`src/common/arith_consts.svh`:
```
// Datapath, nibble, remainder and opcode width macros
`ifndef ARITH_CONSTS_SVH
`define ARITH_CONSTS_SVH

// Accumulator and operand width
`define ARITH_W 16

// CLA group width, also the multiplier operand width
`define NIB_W 4

// Widest remainder, a divide by 8
`define REM_W 3

`define OP_W 3

`endif

```
`src/common/arithPkg.sv`:
```
// Opcode enum, operand union and the decode and result stage structs
`include "arith_consts.svh"

package arithPkg;

  // Codes 5 to 7 are no-ops
  typedef enum logic [`OP_W-1:0] {
    OP_LOAD = 3'd0,
    OP_ADD  = 3'd1,
    OP_ADC  = 3'd2,
    OP_MUL  = 3'd3,
    OP_DIV  = 3'd4
  } opE;

  typedef struct packed {
    logic [`ARITH_W-3:0] unused;
    logic [1:0]          amount;  // 0 keeps acc, 1..3 divide by 2, 4, 8
  } shiftS;

  // DIV reads the shift view, every other op reads the full word
  typedef union packed {
    logic [`ARITH_W-1:0] data;
    shiftS               shift;
  } operandU;

  typedef struct packed {
    logic    valid;
    opE      op;
    operandU operand;
  } decodedS;

  typedef struct packed {
    logic [`ARITH_W-1:0] acc;
    logic                carry;
    logic [`REM_W-1:0]   rem;
    logic                carryWe;
    logic                remWe;
  } resultS;

endpackage

```
`src/source/resultStage.sv`:
```
// Accumulator, carry and remainder registers with the result valid pulse
`timescale 1ns/1ps
`include "arith_consts.svh"

module resultStage (
  input  logic                C,
  input  logic                CLR,
  input  logic                valid,
  input  arithPkg::resultS    next,
  output logic                resValid,
  output logic                carry,
  output logic [`ARITH_W-1:0] acc,
  output logic [`REM_W-1:0]   rem
);

  always_ff @(posedge C or posedge CLR)
  begin
    if (CLR)
    begin
      resValid <= 1'b0;
      acc      <= '0;
      carry    <= 1'b0;
      rem      <= '0;
    end
    else
    begin
      resValid <= valid;   // One pulse per decoded op
      if (valid)
        acc <= next.acc;
      // Flags only move when the op owns them
      if (valid && next.carryWe)
        carry <= next.carry;
      if (valid && next.remWe)
        rem <= next.rem;
    end
  end

endmodule

```
`config.mk`:
```
export PLATFORM = sky130hd
export DESIGN_NAME = resultStage
export DESIGN_NICKNAME = d
export VERILOG_FILES = /design/src/common/arithPkg.sv /design/src/source/resultStage.sv
export VERILOG_INCLUDE_DIRS = /design/src /design/src/common
export SDC_FILE = /design/constraint.sdc
export NUM_CORES = 1
export LEC_CHECK = 0
export BUFFER_PORTS_ARGS = -buffer_cell sky130_fd_sc_hd__buf_4
export CAP_MARGIN = 20
export CORE_MARGIN = 8
export CORE_UTILIZATION = 42
export DETAILED_ROUTE_END_ITERATION = 12
export PLACE_DENSITY = 0.76
export RECOVER_POWER = 25
export SLEW_MARGIN = 0
export SYNTH_ARGS = -nofsm -noshare
export SYNTH_HDL_FRONTEND = slang
export SYNTH_SLANG_ARGS = --single-unit
export TNS_END_PERCENT = 100
```
`constraint.sdc`:
```
create_clock -name C -period 1 [get_ports C]
set_input_delay 0.05 -clock C [delete_from_list [all_inputs] [get_ports C]]
set_output_delay 0.05 -clock C [all_outputs]
set_load 0.005 [all_outputs]
```
==> tab_implementation.tex <==
\begin{tabular}{lr}
\hline
Metric & Value \\
\hline
\multicolumn{2}{l}{\textbf{Run}} \\
Number of maximum-capacitance violations & 0 \\
\multicolumn{2}{l}{\textbf{Pwr}} \\
Fraction of power spent switching nets & 22.34\% \\
Power density over the cells & 1289 nW/um\^{}2 \\
Clock network power share & 20.9\% \\
Internal power & between 0.001 and 0.0015 W \\
Switching power summed over all nets & 0.0004066 W \\
Maximum ir drop on the vdd rail & 0.0009460 V \\
Static Leak & 0.7004 nW \\
Fraction of power consumed by sequential logic & a little over half \\
Comb pwr share & about a quarter \\
\multicolumn{2}{l}{\textbf{Placement}} \\
Placer Congestion & about 0.63 \\
Estimated wirelength of the detail-placed design & 1.412 mm \\
PortBufs & 45 \\
\multicolumn{2}{l}{\textbf{Die}} \\
Core footprint & 1922 um\^{}2 \\
Floorplan die height & a little over 60 um \\
Horizontal extent of the die & 60.54 um \\
Die footprint & 3665 um\^{}2 \\
Ports placed on the boundary & 46 \\
Starting density of the core & a little over two fifths \\
\# rows & 16 \\
\multicolumn{2}{l}{\textbf{Clocking}} \\
Clock latency of the later-clocked register in the worst-skew pair & 0.28 ns \\
Num CTS Buffers & 3 \\
PostCTS Resize Cnt & 0 \\
Clock H-tree levels & 1 \\
Buffers from clock root to sink, at most & 2 \\
Worst-path clk slew & 0.11 ns \\
Number of clock sinks & 21 \\
CTS root buffer & clkbuf\_4 \\
Clock tree from TritonCTS & done \\
Buffer count from post-CTS setup fixing & 0 \\
Post-CTS Hold Fix Bufs & 21 \\
\multicolumn{2}{l}{\textbf{GRT}} \\
Tot GR Track Use & 12.17\% \\
Pin count of the biggest net entering global routing & 22 \\
Antenna violations before repair & 0 \\
Number of global-route vias before repair & between 700 and 800 \\
Wire length of the first global-routing pass & 3.332 mm \\
Total congestion overflow after global routing & 0 \\
\multicolumn{2}{l}{\textbf{Critical path}} \\
Class of the most critical setup path & register to output pin \\
Top cell family by delay on the critical path & flip-flops \\
Critical-path cell list & buf\_4 \\
WP data required & about 0.95 ns \\
Data arrival time of the critical path & 0.84 ns \\
Element type at the critical path start & register \\
Peak fanout along the critical path & 2 \\
Biggest cell delay along the critical path & 0.41 ns \\
Worst path bufs/invs & 1 \\
Critical path's slowest cell & dfrtp\_1 \\
Kind of capture point of the worst setup path & output pin \\
\multicolumn{2}{l}{\textbf{STA}} \\
Setup skew after layout & 0 ns \\
Unrepaired setup endpoints after global routing & false \\
Post-layout min period & 0.8880 ns \\
Worst slew pin tran & 0.5584 ns \\
Timing-limited maximum frequency & 1126 MHz \\
Fin Setup TNS & 0 ns \\
Headroom to the max-slew limit & between 60\% and 70\% \\
Count of final setup violators & 0 \\
Portion of the clock cycle consumed by the worst path in the final layout & about nine tenths \\
Number of pins exceeding their max-slew limit in the final report & 0 \\
Final hold viol count & 0 \\
\multicolumn{2}{l}{\textbf{Synthesis}} \\
Number of library cell types mapped by synthesis & 8 \\
Syn nets & 71 \\
Post-Syn Area per Cell & 18.12 um\^{}2 \\
Sequential fraction of the synthesis area & 63.06\% \\
Post-synthesis instance area & 833.3 um\^{}2 \\
Number of storage elements in the synthesis netlist & 21 \\
Synthesis Warnings & 0 \\
Instance count of the mapped netlist & 46 \\
\multicolumn{2}{l}{\textbf{Run status}} \\
Outcome & completed \\
\multicolumn{2}{l}{\textbf{Final layout}} \\
Share of post-route cells with drive strength above 1 & 60.87\% \\
Most used cells in the layout excluding fill and tap cells & buf\_4, dfrtp\_1, dlygate4sd3\_1 \\
Signed area change from the synthesized netlist to the final layout & 69.52\% \\
Most common library cell in the layout ignoring fill and taps & buf\_4 \\
Final cell utilization of the core & 73.50\% \\
Antenna cell count & 0 \\
Post-layout net count & 141 \\
\multicolumn{2}{l}{\textbf{Routing}} \\
Iteration-0 DRC count of the detailed router & 4 \\
Vias & 619 \\
Final routed wire length divided by cell count & 14.73 um \\
First-pass iteration count of the detailed router & 2 \\
DRC violations left & 0 \\
Total Routed Length & 2.092 mm \\
Final ANT Viol Nets & 0 \\
Vias per cell & 4.359 \\
\multicolumn{2}{l}{\textbf{Hold path}} \\
Type of the most critical hold path & input pin to register \\
\hline
\end{tabular}
==> routing by layer <==
layer  vias to the layer above  wire, um  GRT usage (%)
met1                       296       847          13.78
li1                        294         -              -
met3                         0       166          3.390
met2                        29      1079          21.95
met4                         0         0          2.990
met5                         -         0              0
==> power by group through the flow <==
stage,registers (W),logic [W],clock network (W)
after floorplan,0.00101,0.000157,0
final,0.000985,0.000455,0.000380
after detailed placement,0.00100,0.000395,0
after CTS,0.000986,0.000464,0.000398
after global routing,0.000998,0.000496,0.000444
after global placement,0.00100,0.000389,0
==> stage by stage <==
| step | total power, W | setup slack, ns | std cells | hold WS [ns] | cell area [um^2] |
|---|---|---|---|---|---|
| floorplan | 0.001164 | 0.2517 | 46 | 0.02653 | 833.3 |
| global placement | 0.001390 | 0.1586 | 117 | 0.09642 | 1181 |
| detailed placement | 0.001397 | 0.1407 | 117 | 0.1028 | 1181 |
| CTS | 0.001848 | 0.1133 | 142 | 0.03233 | 1418 |
| global route | 0.001938 | 0.06400 | 142 | 0.08052 | 1413 |
| finish | 0.001820 | 0.1120 | 142 | 0.09796 | 1413 |
==> synthesized netlist by cell type <==
library cell / number / share of area, %
nand2_2: 1 / 0.75
inv_1: 1 / 0.45
buf_6: 1 / 1.4
mux2_4: 10 / 18
nand2_1: 1 / 0.45
dfrtp_1: 21 / 63
buf_12: 1 / 2.4
mux2_2: 10 / 14
==> flip-flops by register name (all words and copies together) (netlist names) <==
signal / cells
acc: 16
rem: 3
carry: 1
resValid: 1
==> logic make-up after synthesis <==
group                  Yosys count  share of synthesized area, %
buffers and inverters            3                         4.204
DFF                             21                         63.06
muxes                           20                         31.53
and+or+nand+nor                  2                         1.201
==> area by class of cell <==
type | instances | area [um^2]
multi-input combinational | 22 | 272.8
inverter | 1 | 3.754
timing repair buffer | 67 | 550.5
clock buffer | 4 | 26.28
tap | 27 | 33.78
fill | 143 | 509.2
sequential | 21 | 525.5
==> worst paths after layout <==
check,startpoint,end,slack (ns),cells past startpoint
max in group asynchronous,CLR,resValid$_DFF_PP0_,0.24,4
worst min-delay path,next[1],carry$_DFFE_PP0P_,0.1,3
worst max-delay path,acc[6]$_DFFE_PP0P_,acc[6],0.11,1
worst max register to register,acc[6]$_DFFE_PP0P_,acc[6]$_DFFE_PP0P_,0.21,1
worst min register to register,rem[0]$_DFFE_PP0P_,rem[0]$_DFFE_PP0P_,0.52,1
min in group asynchronous,CLR,acc[9]$_DFFE_PP0P_,0.42,4
No activity file was read; power rests on OpenSTA's default activity.
