File: config.mk
export PLATFORM = sky130hd
export DESIGN_NAME = opDecode
export DESIGN_NICKNAME = d
export VERILOG_FILES = /design/src/common/arithPkg.sv /design/src/source/opDecode.sv
export VERILOG_INCLUDE_DIRS = /design/src /design/src/common
export SDC_FILE = /design/constraint.sdc
export NUM_CORES = 1
export LEC_CHECK = 0
export BUFFER_PORTS_ARGS = -buffer_cell sky130_fd_sc_hd__buf_2
export CAP_MARGIN = 20
export CORE_UTILIZATION = 34
export DETAILED_ROUTE_END_ITERATION = 10
export GPL_ROUTABILITY_DRIVEN = 0
export HOLD_SLACK_MARGIN = 0.02
export PLACE_DENSITY = 0.77
export REMOVE_ABC_BUFFERS = 1
export SYNTH_ARGS = -nofsm -noshare
export SYNTH_HDL_FRONTEND = slang
export SYNTH_SLANG_ARGS = --single-unit
export TNS_END_PERCENT = 100
File: constraint.sdc
create_clock -name C -period 0.8 [get_ports C]
set_input_delay 0.08 -clock C [delete_from_list [all_inputs] [get_ports C]]
set_output_delay 0.08 -clock C [all_outputs]
set_load 0.02 [all_outputs]
File: src/common/arith_consts.svh
// Datapath, nibble, remainder and opcode width macros
`ifndef ARITH_CONSTS_SVH
`define ARITH_CONSTS_SVH

// Accumulator and operand width
`define ARITH_W 16

// CLA group width, also the multiplier operand width
`define NIB_W 4

// Widest remainder, a divide by 8
`define REM_W 3

`define OP_W 3

`endif

File: src/common/arithPkg.sv
// Opcode enum, operand union and the decode and result stage structs
`include "arith_consts.svh"

package arithPkg;

  // Codes 5 to 7 are no-ops
  typedef enum logic [`OP_W-1:0] {
    OP_LOAD = 3'd0,
    OP_ADD  = 3'd1,
    OP_ADC  = 3'd2,
    OP_MUL  = 3'd3,
    OP_DIV  = 3'd4
  } opE;

  typedef struct packed {
    logic [`ARITH_W-3:0] unused;
    logic [1:0]          amount;  // 0 keeps acc, 1..3 divide by 2, 4, 8
  } shiftS;

  // DIV reads the shift view, every other op reads the full word
  typedef union packed {
    logic [`ARITH_W-1:0] data;
    shiftS               shift;
  } operandU;

  typedef struct packed {
    logic    valid;
    opE      op;
    operandU operand;
  } decodedS;

  typedef struct packed {
    logic [`ARITH_W-1:0] acc;
    logic                carry;
    logic [`REM_W-1:0]   rem;
    logic                carryWe;
    logic                remWe;
  } resultS;

endpackage

File: src/source/opDecode.sv
// Input register stage that captures an operation into a decoded-operation struct
`timescale 1ns/1ps
`include "arith_consts.svh"

module opDecode (
  input  logic              C,
  input  logic              CLR,
  input  logic              opValid,
  input  arithPkg::opE      op,
  input  arithPkg::operandU operand,
  output arithPkg::decodedS dec
);
  import arithPkg::*;

  logic    validQ;
  opE      opQ;
  operandU operandQ;

  always_ff @(posedge C or posedge CLR)
  begin
    if (CLR)
      validQ <= 1'b0;
    else
      validQ <= opValid;
  end

  // Payload only moves on a strobe, codes 5..7 pass through untouched
  always_ff @(posedge C)
  begin
    if (opValid)
    begin
      opQ      <= op;
      operandQ <= operand;
    end
  end

  assign dec = '{valid: validQ, op: opQ, operand: operandQ};

  // ##################################################
  validKnown: assert property (@(posedge C) disable iff (CLR) !$isunknown(dec.valid))
    else $error("decoded valid is unknown");

endmodule

==> run_results.csv, run 1 <==
group,metric,value,unit
global_routing,use_met2,21.76,%
synth,ys_types,4,
setup_path,cpMaxStageDelayCell,"edfxtp_1",
setup_path,worst_ep_arrival_time,870,ps
cells_and_area,n_antenna_cell,0,
detailed_routing,viasPerCell,3.866,
cells_and_area,syn2layout_area_growth,93.81,%
sta,period_share,118.5,%
power_and_ir_drop,fin_total_pwr,2121,µW
die,rows,14,
cells_and_area,nMultiInputCombCells,0,
global_routing,gr-usage-all-layers,13.20,%
setup_path,cp-end-kind,"output pin",
global_routing,busiest_layer,"met2",
die,die_w,44.25,µm
clock_network,cts.clk_slew.worst_paths,110,ps
clock_network,h-tree-depth,1,
cells_and_area,drive_gt1_share,52.27,%
detailed_routing,dr.first_iter.drc_count,6,
clock_network,root_buffer,"clkbuf_4",
global_routing,overflow,0,
run_status,status,"finished with violations",
sta,rsz0062_at_grt,"yes",
hold_path,hold-path-cell-count,2,
setup_path,slowest_delay,430,ps
sta,hold_violations,0,
setup_path,cp-start-kind,"register",
die,num_io_pins,42,
setup_path,critPathMaxFanout,1,
setup_path,path_delay_family,"flip-flops",
global_routing,grt_pass1_vias,415,
sta,slew_headroom,92.94,%
clock_network,cts_buffers,3,
global_routing,grtUsageMet1,15.60,%
sta,drv_slew,0,
cells_and_area,stdcell_area,1176,µm²
flow_run,drv_cap,0,
power_and_ir_drop,leakagePower,0.0005070,µW
global_routing,antenna_found_initial,0,
sta,fin_crit,948.1,ps
setup_path,cp.required,720,ps
synth,seq_area_frac_synth,98.14,%
setup_path,path_cells,"buf_6",
synth,synth_area,606.8,µm²
detailed_routing,dr.pass1.iters,7,
run_status,violations,"design-rule violations, negative setup slack",
global_routing,grt_pass1_wl,1759,µm
synth,syn_area_per_cell,27.58,µm²
sta,setup_ws,-148.1,ps
sta,tightest_slew,105.9,ps
detailed_routing,detail-route-antenna-nets,0,
clock_network,cts_setup_buffers,0,
hold_path,hold_end,"validQ",
hold_path,min_from,"opValid",
placed_design,port_buffers,41,
detailed_routing,wl_per_cell,11.11,µm
die,die_h,44.25,µm
synth,yosys_warnings,0,
power_and_ir_drop,vdd_drop_max,0.001119,V
die,dieArea,1958,µm²
synth,synth-seq-cells,20,
die,start_util,38.07,%
global_routing,met3_usage,3.673,%
detailed_routing,num_vias,433,
setup_path,path_buf_inv,1,
power_and_ir_drop,p_per_area,1803,nW/µm²
placed_design,placed_area,862.1,µm²
detailed_routing,drcViolationCount,4,
clock_network,clock_path_buffers,2,
clock_network,cts_tree,"yes",
detailed_routing,routed_wirelength,1244,µm
sta,setup_viol,20,
synth,synth_cells,22,
cells_and_area,finalNetCount,111,
clock_network,cts_num_sinks,20,
setup_path,worstSetupPathType,"register to output pin",
die,core,1594,µm²
hold_path,hp-class,"input port to register",
cells_and_area,multi_input_area,0,µm²
global_routing,grt_max_degree,16,
sta,fmax,1055,MHz
-- area by class of cell --
class | count | area [µm²]
clock buffer | 3 | 22.52
tap | 24 | 30.03
timing repair buffer | 63 | 520.5
fill | 112 | 417.9
inverter | 1 | 3.754
clock inverter | 1 | 3.754
sequential | 20 | 595.6
-- Yosys cell counts --
cell type	number	area share, %
buf_4	1	1.2
edfxtp_1	19	94
dfrtp_1	1	4.1
inv_1	1	0.62
-- per-stage QoR --
stage / worst slack, ps / hold slack (ps) / instances / utilization (%) / TNS (ps)
floorplan: 270.5 / -191.3 / 21 / - / 0
global placement: 169.4 / -85.56 / 88 / 54.08 / 0
detailed placement: 166.5 / -82.07 / 88 / 54.08 / 0
CTS: -152.5 / 81.53 / 112 / 69.86 / -2195
global route: -182.4 / 78.23 / 112 / 73.78 / -2952
finish: -148.1 / 87.25 / 112 / 73.78 / -2071
-- where the power goes --
group / total [µW] / internal [µW] / switching, µW
clock: 454 / 181 / 273
sequential: 1270 / 1240 / 31.0
combinational: 400 / 225 / 175
total: 2120 / 1640 / 479
-- how the worst max path moves through the flow --
stage	start	endpoint	cells past startpoint
2_1_floorplan	operandQ[0]	dec[0]	0
3_3_place_gp	opValid	operandQ[8]	2
3_5_place_dp	opValid	operandQ[6]	2
4_1_cts	operandQ[10]	dec[10]	1
5_1_grt	operandQ[10]	dec[10]	1
6_report	operandQ[0]	dec[0]	1
-- cell usage in the layout (no fill, tap or decap) --
cell type / n
buf_12: 1
dfrtp_1: 1
clkbuf_4: 3
inv_1: 1
dlygate4sd3_1: 20
buf_4: 1
buf_6: 14
clkinv_1: 1
buf_2: 27
edfxtp_1: 19
-- state kept, by name, summed over array words and instances (netlist names) --
register / cells
opQ: 3
operandQ: 16
validQ: 1
-- kinds of logic after synthesis --
kind of cell / after synthesis / share of synthesized area (%)
flip-flops: 20 / 98.14
buffers and inverters: 2 / 1.856
-- per-layer routing --
metal | routed length, µm | share of wire, % | vias up
li1 | - | - | 214
met1 | 487 | 39 | 183
met2 | 608 | 49 | 34
met3 | 143 | 11 | 2
met4 | 5 | 0.40 | 0
met5 | 0 | 0 | -
-- timing repair --
item                       in CTS  in global routing
setup endpoints to repair      20                 20
hold buffers                   20                  0
gates resized for setup         8                 20
hold endpoints to repair       20                  0
No activity file was read; power rests on OpenSTA's default activity.
==> run 2, diff against run 1 <==
CORE_UTILIZATION = 37   (was 34)
CTS_BUF_LIST = sky130_fd_sc_hd__clkbuf_8   (was not set)
PLACE_DENSITY = 0.82   (was 0.77)
==> run_results.csv, run 2 (synthesized netlist as in run 1, its figures left out) <==
group,metric,value,unit
cells_and_area,syn2layout_area_growth,96.49,%
sta,setup_ws,-69.53,ps
sta,tns,-1053,ps
detailed_routing,detail-route-antenna-nets,0,
power_and_ir_drop,swShare,19.10,%
die,num_io_pins,42,
cells_and_area,final_cell_mix,"buf_2, dlygate4sd3_1, edfxtp_1",
hold_path,hp-class,"input port to register",
setup_path,path_buf_inv,1,
cells_and_area,mostFrequentLayoutCell,"buf_2",
power_and_ir_drop,p_int,2112,µW
setup_path,path_depth,1,
setup_path,cp.required,720,ps
die,dieArea,1806,µm²
setup_path,worstSetupPathType,"register to output pin",
placed_design,dp_cells,80,
cells_and_area,nMultiInputCombCells,0,
cells_and_area,multi_input_area,0,µm²
cells_and_area,fin_cells,104,
detailed_routing,dr.first_iter.drc_count,2,
clock_network,clock_path_buffers,2,
flow_run,drv_cap,0,
clock_network,cts_buffers,3,
run_status,violations,"negative setup slack",
sta,fin_crit,869.5,ps
sta,tightest_slew,116.2,ps
cells_and_area,drive_gt1_share,53.41,%
hold_path,hold-path-cell-count,2,
clock_network,cts_tree,"yes",
sta,rsz0062_at_grt,"yes",
setup_path,cp-start-kind,"register",
detailed_routing,wl_per_cell,12.35,µm
global_routing,grt_max_degree,13,
setup_path,critPathMaxFanout,1,
global_routing,overflow,0,
cells_and_area,largest_reg_flops,16,
sta,period_share,108.7,%
cells_and_area,top_regs,"operandQ: 16 flops, opQ: 3 flops, validQ: 1 flops",
sta,drv_slew,0,
sta,hold_violations,0,
die,rows,14,
power_and_ir_drop,combPwrFrac,14.8,%
global_routing,gr-usage-all-layers,15.41,%
setup_path,slowest_delay,390,ps
cells_and_area,max_flop_register,"operandQ",
power_and_ir_drop,vdd_drop_max,0.001989,V
power_and_ir_drop,p_switching,498.4,µW
cells_and_area,fillCellCount,86,
placed_design,placed_area,864.6,µm²
power_and_ir_drop,p_clk_share,36.8,%
sta,slew_headroom,92.31,%
detailed_routing,num_vias,431,
detailed_routing,dr.pass1.iters,3,
setup_path,worst_ep_arrival_time,790,ps
detailed_routing,routed_wirelength,1284,µm
global_routing,grt_pass1_wl,2007,µm
setup_path,path_cells,"buf_6",
power_and_ir_drop,power_frac_seq,48.4,%
clock_network,cts.clk_slew.worst_paths,70,ps
detailed_routing,viasPerCell,4.144,
cells_and_area,finalNetCount,111,
run_status,status,"finished with violations",
cells_and_area,n_antenna_cell,0,
setup_path,cpMaxStageDelayCell,"edfxtp_1",
placed_design,port_buffers,41,
die,die_w,42.50,µm
sta,setup_viol,20,
die,start_util,39.82,%
global_routing,antenna_found_initial,0,
sta,fmax,1150,MHz
die,die_h,42.50,µm
clock_network,root_buffer,"clkbuf_8",
global_routing,grt_pass1_vias,479,
clock_network,cts_num_sinks,20,
detailed_routing,drcViolationCount,0,
setup_path,cp-end-kind,"output pin",
clock_network,h-tree-depth,1,
power_and_ir_drop,leakagePower,0.0005213,µW
die,core,1524,µm²
cells_and_area,stdcell_area,1192,µm²
power_and_ir_drop,fin_total_pwr,2610,µW
setup_path,path_delay_family,"flip-flops",
power_and_ir_drop,p_per_area,2189,nW/µm²
[run 2: per-stage QoR]
step           hold slack [ps]  worst slack, ps  util, %
2_1_floorplan           -191.3            270.5        -
3_3_place_gp            -81.76            152.1    56.73
3_5_place_dp            -79.55            147.2    56.73
4_1_cts                  134.8           -92.20    74.96
5_1_grt                  145.3           -105.5    78.24
6_report                 151.8           -69.53    78.24
[run 2: repair_timing]
item	CTS	global route
hold endpoints to repair	20	0
gates resized for setup	2	16
setup buffers	0	0
hold buffers	20	0
cloned	0	0
endpoints found under the setup margin	20	20
[run 2: cell type report]
| type | count | area (µm²) | share of cell area, % |
|---|---|---|---|
| sequential | 20 | 595.6 | 49.95 |
| timing repair buffer | 63 | 501.7 | 42.08 |
| clock buffer | 3 | 41.29 | 3.463 |
| clock inverter | 1 | 30.03 | 2.518 |
| tap | 16 | 20.02 | 1.679 |
| inverter | 1 | 3.754 | 0.3148 |
[run 2: worst paths after layout]
check                      startpoint      end
worst max-delay path           opQ[1]  dec[17]
worst min-delay path          opValid   validQ
max in group asynchronous         CLR   validQ
min in group asynchronous         CLR   validQ
[run 2: power groups by stage]
stage	logic (µW)	clock network (µW)	registers [µW]
floorplan	1.15	0	1390
finish	386	961	1260
global placement	265	0	1270
CTS	348	991	1250
global route	408	1030	1270
detailed placement	269	0	1280
[run 2: metal layers]
metal | share of wire [%] | track usage [%] | vias to the layer above | routed length, µm
met4 | 0 | 1.875 | 0 | 0
met1 | 34 | 14.58 | 195 | 441
met5 | 0 | 0 | - | 0
li1 | - | - | 216 | -
met3 | 6.2 | 5.603 | 0 | 79
met2 | 60 | 31.38 | 20 | 764
